[src/core_pkg.sv]
/*
 * core_pkg
 * shared widths, ALU opcodes, MIPS field codes and credit depths
 * for the three-stage integer core
 */
`default_nettype none

package core_pkg;

    typedef logic [31:0] word_t;     // data and pc
    typedef logic [4:0]  reg_idx_t;  // gpr number

    typedef enum logic [2:0] {
        ALU_ADD,
        ALU_SUB,
        ALU_AND,
        ALU_OR,
        ALU_XOR,
        ALU_SLT,
        ALU_LUI,
        ALU_NONE
    } alu_op_e;

    localparam int NUM_REGS      = 32;
    localparam int IQ_DEPTH      = 4;   // also the source's credits after reset
    localparam int TRACE_CREDITS = 2;

    // derived counter widths
    localparam int IQ_PTR_W = $clog2(IQ_DEPTH);
    localparam int TCRED_W  = $clog2(TRACE_CREDITS + 1);

    // major opcodes, instr[31:26]
    localparam logic [5:0] OPC_SPECIAL = 6'h00;
    localparam logic [5:0] OPC_ADDIU   = 6'h09;
    localparam logic [5:0] OPC_ORI     = 6'h0d;
    localparam logic [5:0] OPC_LUI     = 6'h0f;

    // funct codes under SPECIAL, instr[5:0]
    localparam logic [5:0] FN_ADDU = 6'h21;
    localparam logic [5:0] FN_SUBU = 6'h23;
    localparam logic [5:0] FN_AND  = 6'h24;
    localparam logic [5:0] FN_OR   = 6'h25;
    localparam logic [5:0] FN_XOR  = 6'h26;
    localparam logic [5:0] FN_SLT  = 6'h2a;

    localparam logic [3:0] WEN_ALL = 4'b1111;  // full word written

endpackage

`default_nettype wire

[src/pipe_if.sv]
/*
 * stage-to-stage handshakes
 * dx_if carries decoded operands, xr_if carries ALU results
 */
`timescale 1ns/1ps
`default_nettype none

interface dx_if;
    logic               valid;
    logic               ready;
    core_pkg::alu_op_e  alu_op;
    core_pkg::word_t    operand_a;
    core_pkg::word_t    operand_b;  // rt value or extended immediate
    core_pkg::reg_idx_t dst;
    logic               wr_en;
    core_pkg::word_t    pc;

    modport sender (output valid, alu_op, operand_a, operand_b, dst, wr_en, pc,
                    input  ready);
    modport receiver (input  valid, alu_op, operand_a, operand_b, dst, wr_en, pc,
                      output ready);
endinterface

interface xr_if;
    logic               valid;
    logic               ready;
    core_pkg::word_t    result;
    core_pkg::reg_idx_t dst;
    logic               wr_en;
    core_pkg::word_t    pc;

    modport sender (output valid, result, dst, wr_en, pc,
                    input  ready);
    modport receiver (input  valid, result, dst, wr_en, pc,
                      output ready);
endinterface

`default_nettype wire

[src/decode_stage.sv]
/*
 * decode_stage
 * credit-fed instruction queue, decoder, busy-bit scoreboard
 * and register operand read toward execute
 */
`timescale 1ns/1ps
`default_nettype none

module decode_stage (
    input  logic               aclk,
    input  logic               arst_n,
    input  logic               instr_valid,
    input  core_pkg::word_t    instr,
    input  core_pkg::word_t    instr_pc,
    input  logic               wb_en,
    input  core_pkg::reg_idx_t wb_idx,
    output logic               instr_credit,
    output core_pkg::reg_idx_t rd_idx_a,
    output core_pkg::reg_idx_t rd_idx_b,
    input  core_pkg::word_t    rd_data_a,
    input  core_pkg::word_t    rd_data_b,
    dx_if.sender               dx
);

    core_pkg::word_t                q_instr [core_pkg::IQ_DEPTH];
    core_pkg::word_t                q_pc    [core_pkg::IQ_DEPTH];
    logic [core_pkg::IQ_PTR_W-1:0]  wr_ptr;
    logic [core_pkg::IQ_PTR_W-1:0]  rd_ptr;
    logic [core_pkg::IQ_PTR_W:0]    q_count;

    core_pkg::word_t    head;
    logic [5:0]         opc;
    logic [5:0]         funct;
    logic [15:0]        imm;
    core_pkg::reg_idx_t rs;
    core_pkg::reg_idx_t rt;
    core_pkg::reg_idx_t rd;

    core_pkg::alu_op_e  dec_op;
    core_pkg::reg_idx_t dec_dst;
    core_pkg::word_t    dec_b;
    logic               dec_wr;
    logic               use_rs;
    logic               use_rt;

    logic [core_pkg::NUM_REGS-1:0] busy;
    logic [core_pkg::NUM_REGS-1:0] busy_eff;  // minus the reg retiring now
    logic                          hazard;
    logic                          issue;

    // instruction queue pointers and fill count
    always_ff @(posedge aclk or negedge arst_n) begin
        if (!arst_n) begin
            wr_ptr  <= '0;
            rd_ptr  <= '0;
            q_count <= '0;
        end else begin
            if (instr_valid) begin
                wr_ptr <= (wr_ptr == core_pkg::IQ_PTR_W'(core_pkg::IQ_DEPTH - 1)) ?
                          '0 : wr_ptr + 1'b1;
            end
            if (issue) begin
                rd_ptr <= (rd_ptr == core_pkg::IQ_PTR_W'(core_pkg::IQ_DEPTH - 1)) ?
                          '0 : rd_ptr + 1'b1;
            end
            case ({instr_valid, issue})
                2'b10:   q_count <= q_count + 1'b1;
                2'b01:   q_count <= q_count - 1'b1;
                default: q_count <= q_count;
            endcase
        end
    end

    always_ff @(posedge aclk) begin
        if (instr_valid) begin
            q_instr[wr_ptr] <= instr;
            q_pc[wr_ptr]    <= instr_pc;
        end
    end

    assign head  = q_instr[rd_ptr];
    assign opc   = head[31:26];
    assign rs    = head[25:21];
    assign rt    = head[20:16];
    assign rd    = head[15:11];
    assign imm   = head[15:0];
    assign funct = head[5:0];

    always_comb begin
        dec_op  = core_pkg::ALU_NONE;
        dec_dst = rt;
        dec_b   = rd_data_b;
        dec_wr  = 1'b0;
        use_rs  = 1'b0;
        use_rt  = 1'b0;
        case (opc)
            core_pkg::OPC_SPECIAL: begin
                dec_dst = rd;
                dec_wr  = 1'b1;
                use_rs  = 1'b1;
                use_rt  = 1'b1;
                case (funct)
                    core_pkg::FN_ADDU: dec_op = core_pkg::ALU_ADD;
                    core_pkg::FN_SUBU: dec_op = core_pkg::ALU_SUB;
                    core_pkg::FN_AND:  dec_op = core_pkg::ALU_AND;
                    core_pkg::FN_OR:   dec_op = core_pkg::ALU_OR;
                    core_pkg::FN_XOR:  dec_op = core_pkg::ALU_XOR;
                    core_pkg::FN_SLT:  dec_op = core_pkg::ALU_SLT;
                    default: begin  // unknown funct retires as a no-op
                        dec_wr = 1'b0;
                        use_rs = 1'b0;
                        use_rt = 1'b0;
                    end
                endcase
            end
            core_pkg::OPC_ADDIU: begin
                dec_op = core_pkg::ALU_ADD;
                dec_b  = {{16{imm[15]}}, imm};
                dec_wr = 1'b1;
                use_rs = 1'b1;
            end
            core_pkg::OPC_ORI: begin
                dec_op = core_pkg::ALU_OR;
                dec_b  = {16'h0000, imm};
                dec_wr = 1'b1;
                use_rs = 1'b1;
            end
            core_pkg::OPC_LUI: begin
                dec_op = core_pkg::ALU_LUI;
                dec_b  = {imm, 16'h0000};
                dec_wr = 1'b1;
            end
            default: ;
        endcase
        if (dec_dst == '0) dec_wr = 1'b0;  // r0 writes are dropped
    end

    // scoreboard
    always_comb begin
        for (int i = 0; i < core_pkg::NUM_REGS; i++) begin
            busy_eff[i] = busy[i] && !(wb_en && wb_idx == core_pkg::reg_idx_t'(i));
        end
    end

    assign hazard = (use_rs && busy_eff[rs]) ||
                    (use_rt && busy_eff[rt]) ||
                    (dec_wr && busy_eff[dec_dst]);  // keeps writes in order

    always_ff @(posedge aclk or negedge arst_n) begin
        if (!arst_n) begin
            busy <= '0;
        end else begin
            for (int i = 0; i < core_pkg::NUM_REGS; i++) begin
                if (issue && dec_wr && dec_dst == core_pkg::reg_idx_t'(i))
                    busy[i] <= 1'b1;  // set wins over a same-cycle clear
                else if (wb_en && wb_idx == core_pkg::reg_idx_t'(i))
                    busy[i] <= 1'b0;
            end
        end
    end

    assign rd_idx_a = rs;
    assign rd_idx_b = rt;

    assign dx.valid     = (q_count != '0) && !hazard;
    assign dx.alu_op    = dec_op;
    assign dx.operand_a = rd_data_a;
    assign dx.operand_b = dec_b;
    assign dx.dst       = dec_dst;
    assign dx.wr_en     = dec_wr;
    assign dx.pc        = q_pc[rd_ptr];

    assign issue        = dx.valid && dx.ready;
    assign instr_credit = issue;  // one credit back per issued slot

endmodule

`default_nettype wire

[src/exec_stage.sv]
/*
 * exec_stage
 * integer ALU plus a one-entry output register toward result
 */
`timescale 1ns/1ps
`default_nettype none

module exec_stage (
    input  logic  aclk,
    input  logic  arst_n,
    dx_if.receiver dx,
    xr_if.sender   xr
);

    core_pkg::word_t    alu_out;
    logic               out_valid;
    core_pkg::word_t    out_result;
    core_pkg::reg_idx_t out_dst;
    logic               out_wr;
    core_pkg::word_t    out_pc;

    always_comb begin
        case (dx.alu_op)
            core_pkg::ALU_ADD: alu_out = dx.operand_a + dx.operand_b;
            core_pkg::ALU_SUB: alu_out = dx.operand_a - dx.operand_b;  // wraps
            core_pkg::ALU_AND: alu_out = dx.operand_a & dx.operand_b;
            core_pkg::ALU_OR:  alu_out = dx.operand_a | dx.operand_b;
            core_pkg::ALU_XOR: alu_out = dx.operand_a ^ dx.operand_b;
            core_pkg::ALU_SLT: alu_out = {31'b0, $signed(dx.operand_a) < $signed(dx.operand_b)};
            core_pkg::ALU_LUI: alu_out = dx.operand_b;  // already shifted by decode
            default:           alu_out = '0;
        endcase
    end

    // take a new one when empty or when the held one leaves this cycle
    assign dx.ready = !out_valid || xr.ready;

    always_ff @(posedge aclk or negedge arst_n) begin
        if (!arst_n) begin
            out_valid <= 1'b0;
        end else if (dx.ready) begin
            out_valid <= dx.valid;
        end
    end

    always_ff @(posedge aclk) begin
        if (dx.valid && dx.ready) begin
            out_result <= alu_out;
            out_dst    <= dx.dst;
            out_wr     <= dx.wr_en;
            out_pc     <= dx.pc;
        end
    end

    assign xr.valid  = out_valid;
    assign xr.result = out_result;
    assign xr.dst    = out_dst;
    assign xr.wr_en  = out_wr;
    assign xr.pc     = out_pc;

endmodule

`default_nettype wire

[src/mini_core_top.sv]
/*
 * mini_core_top
 * three-stage integer core, credit-based instruction input
 * and golden-trace output
 */
`timescale 1ns/1ps
`default_nettype none

module mini_core_top (
    input  logic               aclk,
    input  logic               arst_n,
    input  logic               instr_valid,
    input  core_pkg::word_t    instr,
    input  core_pkg::word_t    instr_pc,
    output logic               instr_credit,
    output logic               trace_valid,
    output core_pkg::word_t    trace_pc,
    output core_pkg::word_t    trace_wdata,
    output logic [3:0]         trace_wen,
    output core_pkg::reg_idx_t trace_wnum,
    input  logic               trace_credit
);

    core_pkg::reg_idx_t rd_idx_a;
    core_pkg::reg_idx_t rd_idx_b;
    core_pkg::word_t    rd_data_a;
    core_pkg::word_t    rd_data_b;
    logic               wb_en;      // retire write port
    core_pkg::reg_idx_t wb_idx;
    core_pkg::word_t    wb_data;

    dx_if u_dx ();
    xr_if u_xr ();

    decode_stage u_decode (
        .aclk         (aclk),
        .arst_n       (arst_n),
        .instr_valid  (instr_valid),
        .instr        (instr),
        .instr_pc     (instr_pc),
        .wb_en        (wb_en),
        .wb_idx       (wb_idx),
        .instr_credit (instr_credit),
        .rd_idx_a     (rd_idx_a),
        .rd_idx_b     (rd_idx_b),
        .rd_data_a    (rd_data_a),
        .rd_data_b    (rd_data_b),
        .dx           (u_dx.sender)
    );

    exec_stage u_exec (
        .aclk   (aclk),
        .arst_n (arst_n),
        .dx     (u_dx.receiver),
        .xr     (u_xr.sender)
    );

    result_stage u_result (
        .aclk         (aclk),
        .arst_n       (arst_n),
        .trace_credit (trace_credit),
        .trace_valid  (trace_valid),
        .trace_pc     (trace_pc),
        .trace_wdata  (trace_wdata),
        .trace_wen    (trace_wen),
        .trace_wnum   (trace_wnum),
        .wb_en        (wb_en),
        .wb_idx       (wb_idx),
        .wb_data      (wb_data),
        .xr           (u_xr.receiver)
    );

    reg_file u_regs (
        .aclk      (aclk),
        .arst_n    (arst_n),
        .rd_idx_a  (rd_idx_a),
        .rd_idx_b  (rd_idx_b),
        .wb_en     (wb_en),
        .wb_idx    (wb_idx),
        .wb_data   (wb_data),
        .rd_data_a (rd_data_a),
        .rd_data_b (rd_data_b)
    );

endmodule

`default_nettype wire

[src/reg_file.sv]
/*
 * reg_file
 * 32 x 32 gpr array, two reads and one write, r0 hard zero
 */
`timescale 1ns/1ps
`default_nettype none

module reg_file (
    input  logic               aclk,
    input  logic               arst_n,
    input  core_pkg::reg_idx_t rd_idx_a,
    input  core_pkg::reg_idx_t rd_idx_b,
    input  logic               wb_en,
    input  core_pkg::reg_idx_t wb_idx,
    input  core_pkg::word_t    wb_data,
    output core_pkg::word_t    rd_data_a,
    output core_pkg::word_t    rd_data_b
);

    core_pkg::word_t regs [core_pkg::NUM_REGS];

    always_ff @(posedge aclk or negedge arst_n) begin
        if (!arst_n) begin
            for (int i = 0; i < core_pkg::NUM_REGS; i++) begin
                regs[i] <= '0;
            end
        end else if (wb_en && wb_idx != '0) begin
            regs[wb_idx] <= wb_data;
        end
    end

    // write-through so decode sees the value retiring this cycle
    always_comb begin
        if (rd_idx_a == '0)                      rd_data_a = '0;
        else if (wb_en && wb_idx == rd_idx_a)    rd_data_a = wb_data;
        else                                     rd_data_a = regs[rd_idx_a];

        if (rd_idx_b == '0)                      rd_data_b = '0;
        else if (wb_en && wb_idx == rd_idx_b)    rd_data_b = wb_data;
        else                                     rd_data_b = regs[rd_idx_b];
    end

endmodule

`default_nettype wire

[src/result_stage.sv]
/*
 * result_stage
 * writeback register feeding the gpr file and the credit-limited
 * golden-trace port
 */
`timescale 1ns/1ps
`default_nettype none

module result_stage (
    input  logic               aclk,
    input  logic               arst_n,
    input  logic               trace_credit,
    output logic               trace_valid,
    output core_pkg::word_t    trace_pc,
    output core_pkg::word_t    trace_wdata,
    output logic [3:0]         trace_wen,
    output core_pkg::reg_idx_t trace_wnum,
    output logic               wb_en,
    output core_pkg::reg_idx_t wb_idx,
    output core_pkg::word_t    wb_data,
    xr_if.receiver             xr
);

    logic [core_pkg::TCRED_W-1:0] credits;
    logic                         take;
    logic                         valid_q;
    logic                         wr_q;
    core_pkg::word_t              pc_q;
    core_pkg::word_t              data_q;
    core_pkg::reg_idx_t           dst_q;

    assign xr.ready = (credits != '0);  // retire only while holding a trace credit
    assign take     = xr.valid && xr.ready;

    always_ff @(posedge aclk or negedge arst_n) begin
        if (!arst_n) begin
            credits <= core_pkg::TCRED_W'(core_pkg::TRACE_CREDITS);
        end else begin
            case ({take, trace_credit})
                2'b10:   credits <= credits - 1'b1;
                2'b01:   credits <= credits + 1'b1;
                default: credits <= credits;  // spent and returned together
            endcase
        end
    end

    always_ff @(posedge aclk or negedge arst_n) begin
        if (!arst_n) begin
            valid_q <= 1'b0;
            wr_q    <= 1'b0;
        end else begin
            valid_q <= take;
            wr_q    <= take && xr.wr_en;
        end
    end

    always_ff @(posedge aclk) begin
        if (take) begin
            pc_q   <= xr.pc;
            data_q <= xr.result;
            dst_q  <= xr.dst;
        end
    end

    // gpr write lands at the end of the trace cycle
    assign wb_en   = valid_q && wr_q;
    assign wb_idx  = dst_q;
    assign wb_data = data_q;

    assign trace_valid = valid_q;
    assign trace_pc    = pc_q;
    assign trace_wdata = data_q;
    assign trace_wen   = wb_en ? core_pkg::WEN_ALL : 4'b0000;
    assign trace_wnum  = dst_q;

endmodule

`default_nettype wire
[config.mk]
export PLATFORM = sky130hd
export DESIGN_NAME = mini_core_top
export DESIGN_NICKNAME = d
export VERILOG_FILES = /design/src/core_pkg.sv /design/src/pipe_if.sv /design/src/decode_stage.sv /design/src/exec_stage.sv /design/src/mini_core_top.sv /design/src/reg_file.sv /design/src/result_stage.sv
export SDC_FILE = /design/constraint.sdc
export NUM_CORES = 2
export LEC_CHECK = 0
export BUFFER_PORTS_ARGS = -buffer_cell sky130_fd_sc_hd__buf_2
export CAP_MARGIN = 10
export CORE_UTILIZATION = 30
export DETAILED_ROUTE_END_ITERATION = 7
export PLACE_DENSITY_LB_ADDON = 0.12
export SYNTH_ARGS = -nofsm -noshare
export SYNTH_HDL_FRONTEND = slang
export SYNTH_HIERARCHICAL = 1
export SYNTH_SLANG_ARGS = --single-unit
[constraint.sdc]
create_clock -name aclk -period 6.7 [get_ports aclk]
set_input_delay 0 -clock aclk [delete_from_list [all_inputs] [get_ports aclk]]
set_output_delay 0 -clock aclk [all_outputs]
set_load 0.02 [all_outputs]
==> flow_metrics.tcl <==
set metrics [dict create \
    coreArea_sq_mm 0.262 \
    syn_area_per_cell_sq_um 13.5 \
    fp.dieArea_sq_mm 0.266 \
    drtIter0Drc 4974 \
    power.ir.vdd_worst_v 0.000338 \
    post_synth_main_area_contributors "dfrtp_1, edfxtp_1, mux2_2, mux4_2, mux2i_1" \
    worstPathBufferInverterCount 4 \
    path_depth_of_the_worst_reg2reg_path 19 \
    final.period_utilization_pct 96.3 \
    worst_hold_path.endpoint "u_result/credits[0]" \
    crit_path_slowest_cell "mux4_4" \
    fillerInstances 25500 \
    cts-root-to-sink-buffers 3 \
    areaGrowthSynthToFinish_pct 18.0 \
    synthArstFlopShare_pct 73.0 \
    antenna_violations_before_repair 21 \
    clock-root-buffer "clkbuf_16" \
    min-delay-start "trace_credit" \
    drv.max_cap_violation_count 0 \
    grt_pass1_wl_mm 456 \
    worst-endpoint-arrival_ps 7060 \
    drc 0 \
    critPathRequiredTime_ps 7310 \
    tightest_slew_ps 1280 \
    htreeDepth 4 \
    drive_above_1_share_pct 38.6 \
    drt_pass1_iterations 8 \
    reg2reg_to "u_exec/xr.result[23]" \
    vias_per_cell 5.63 \
    yosys.area_share.simple_pct 4.08 \
    detailroute.via_count 55600 \
    netlist_area_sq_mm 0.0791 \
    grt_setup_unrepaired "false" \
    synthMostInstantiatedCell "dfrtp_1" \
    power_leakage_nw 40.2 \
    synth_xor_area_share_pct 0.321 \
    hold_path.class "in -> reg" \
    synth_top_flop_cell "dfrtp_1" \
    run_status "finished, final reports clean" \
    cp_top_family "compound AO/OA/AOI/OAI gates" \
    floorplan.rows 188 \
    power.share.switching_pct 45.2 \
    setup_viol 0 \
    synth_top_cells_by_count "dfrtp_1, mux2_2, mux2i_1" \
    register_area_sq_mm 0.0386 \
    final_util_pct 35.6 \
    yosys_register_bits 1463 \
    nNetsFinal 6383 \
    die-height_microns 515 \
    yosys.area.top_type_share_pct 33.8 \
    max_freq_mhz 155 \
    synthesis.instances 5871 \
    power_frac_seq_pct 24.0 \
    startpoint_type "flop" \
    critical_path.endpoint_type "flop" \
    cts_tree "yes" \
    timing.hold.worst_path_depth 4 \
    totalNegativeSetupSlack_ps 0 \
    syn_nets 6045 \
    top_level_ports 143 \
    cts_inserted_buffers 172 \
    place.detailed.hpwl_mm 214 \
    finalHoldViolCount 0 \
    power.combinational.fraction_pct 57.0 \
    cp_slowest_stage_delay_ps 780 \
    synth.largest_area_cell "dfrtp_1" \
    worstPathCellList "mux4_4 -> buf_12 -> buf_4 -> mux4_2 -> a22oi_1 -> nand2_1 -> a32o_1 -> a22o_1 -> inv_1 -> ha_1 -> a21oi_1 -> o21ai_0 -> a221oi_1 -> nor2_1 -> nor3_2 -> buf_4 -> mux2_2 -> a2111oi_0 -> a21oi_1" \
    critical_path.max_fanout 28 \
    seq_area_frac_synth_pct 48.8 \
    worst_setup_hold_path_clk_slew_ps 70 \
    finalClockSkew_ps 50.3 \
    p_int_w 0.0286 \
    grt-ovfl-total 0 \
    power_per_cell_area_mw_per_mm2 559 \
    total_switching_power_w 0.0236 \
    ys_warn_count 6 \
    grt.total_usage_pct 24.2 \
    setup.worst_path.class "reg -> reg" \
    multi_input_comb_area_sq_mm 0.0372 \
    worstReg2RegStart "u_decode/rd_ptr[0]" \
    dp.cells 9411 \
    antenna_left 0 \
    clock_power_share_pct 19.0 \
    multiplexer_area_fraction_after_synthesis_pct 31.5 \
    postRouteWirelength_mm 324 \
    grt_max_degree 152 \
    globalplace.congestion 0.927 \
    clock_latency_ps 870 \
    combinational_family_with_the_most_area_after_synthesis "multiplexers" \
    cts_num_sinks 1463 \
    max-slew-margin-rel_pct 14.8 \
    routedWlPerCell_microns 32.8 \
    tmin_final_ps 6460 \
    timing.reg2reg.setup_slack_ps 240 \
    first_global_vias 56500 \
    synth_cell_type_count 103 \
    post_layout_nonfiller_instances 9875 \
    die_w_microns 515 \
    synth-compound-area-share_pct 8.94 \
    synth-edff-count 395 \
    port_buffers 142 \
    final_max_slew_viol_count 0 \
    synth_adder_area_share_pct 1.71 \
    start_util_pct 30.1 \
]
## worst max path at each step
stage | start | end | slack, ps | depth (start not counted)
after floorplan | u_decode/rd_ptr[0] | u_exec/xr.result[23] | 670 | 24
after global placement | u_decode/rd_ptr[0] | u_exec/xr.result[23] | 30 | 19
after detailed placement | u_decode/rd_ptr[0] | u_exec/xr.result[23] | 40 | 19
after CTS | u_decode/rd_ptr[0] | u_exec/xr.result[23] | 30 | 19
after global routing | u_decode/rd_ptr[0] | u_exec/xr.result[31] | 6 | 21
final | u_decode/rd_ptr[0] | u_exec/xr.result[23] | 240 | 19
## kinds of logic after synthesis
family / Yosys count
mux: 1849
flops: 1463
compound gates: 1010
buf+inv: 753
simple gates: 661
fa+ha+maj: 106
xor+xnor: 29
## area by class of cell
| class | count | area share [%] |
|---|---|---|
| tap | 3515 | 4.72 |
| clock buffer | 248 | 5.29 |
| inverter | 120 | 0.486 |
| antenna | 6 | 0.0161 |
| sequential | 1463 | 41.4 |
| clock inverter | 71 | 1.03 |
| timing repair buffer | 797 | 7.20 |
| multi-input combinational | 3655 | 39.9 |
## sequential cells by signal (all words and copies together), names as in the netlist
signal,count
u_exec/xr.wr_en,1
u_decode/q_instr,128
u_exec/xr.result,32
u_result/trace_valid,1
u_exec/xr.pc,32
u_exec/xr.dst,5
u_decode/busy,32
u_exec/xr.valid,1
u_regs/regs,1024
u_result/trace_pc,32
u_result/credits,2
u_decode/rd_ptr,2
u_result/trace_wdata,32
u_decode/q_pc,128
u_result/wr_q,1
u_decode/q_count,3
u_decode/wr_ptr,2
u_result/trace_wnum,5
## cells in the final DEF, fill, tap and decap left out, types with 20 or more instances in the layout
cell type,instances
o221ai_1,44
nor3_1,40
a21oi_1,172
buf_2,141
nor2_1,130
a32o_1,32
mux2_2,994
nand2b_1,30
nand4_1,23
o21ai_0,170
nor2_4,20
clkinv_2,24
a211oi_1,44
nand2_1,204
a221oi_1,26
a31oi_1,37
and3_1,21
a22oi_1,152
clkbuf_16,175
o31ai_1,26
ha_1,103
inv_1,110
buf_12,58
dlygate4sd3_1,133
mux4_2,403
dfrtp_1,1065
a221o_1,25
mux2i_1,432
o22ai_1,73
buf_4,463
clkbuf_8,28
xnor2_1,21
a22o_1,25
edfxtp_1,395
clkbuf_1,45
nand3_1,46
## stage by stage
step	total power, W	worst slack [ps]	cell area [sq um]	hold slack [ps]
after global placement	0.0421	33.0	85900	54.0
after floorplan	0.0291	669	79100	-296
after detailed placement	0.0420	42.6	85900	59.3
final	0.0522	245	93300	63.5
after CTS	0.0522	30.1	93200	34.2
after global routing	0.0545	6.37	93300	86.6
## power groups by stage
stage	Sequential, W	Combinational, W	Clock [W]
3_5_place_dp	0.0127	0.0294	0
6_report	0.0125	0.0297	0.00989
3_3_place_gp	0.0126	0.0294	0
2_1_floorplan	0.0124	0.0168	0
5_1_grt	0.0127	0.0313	0.0105
4_1_cts	0.0125	0.0295	0.0101
## layer usage
layer	part of all wire, %	routed length [microns]	global-route usage (%)	up-vias
met3	5.4	17500	3.84	449
met5	0.0083	27	0	-
met1	45	147000	33.9	30200
li1	-	-	-	23200
met2	46	149000	37.9	1770
met4	3.4	11200	7.98	4
## worst reg2reg max path, cell delays in order, from the launching register on
cell and delay [ps]:
dfrtp_4 560, mux4_4 780, buf_12 240, buf_4 260
mux4_2 420, a22oi_1 330, nand2_1 290, a32o_1 400
a22o_1 290, inv_1 100, ha_1 320, a21oi_1 280
o21ai_0 180, a221oi_1 400, nor2_1 120, nor3_2 290
buf_4 170, mux2_2 320, a2111oi_0 380, a21oi_1 80
## timing repair
item / 4_1_cts / 5_1_grt
hold endpoints to repair: 787 / 0
endpoints found under the setup margin: 0 / 6
hold buffers: 134 / 0
resized for setup: 0 / 5
setup buffers: 0 / 5
No activity file was read; power rests on OpenSTA's default activity.
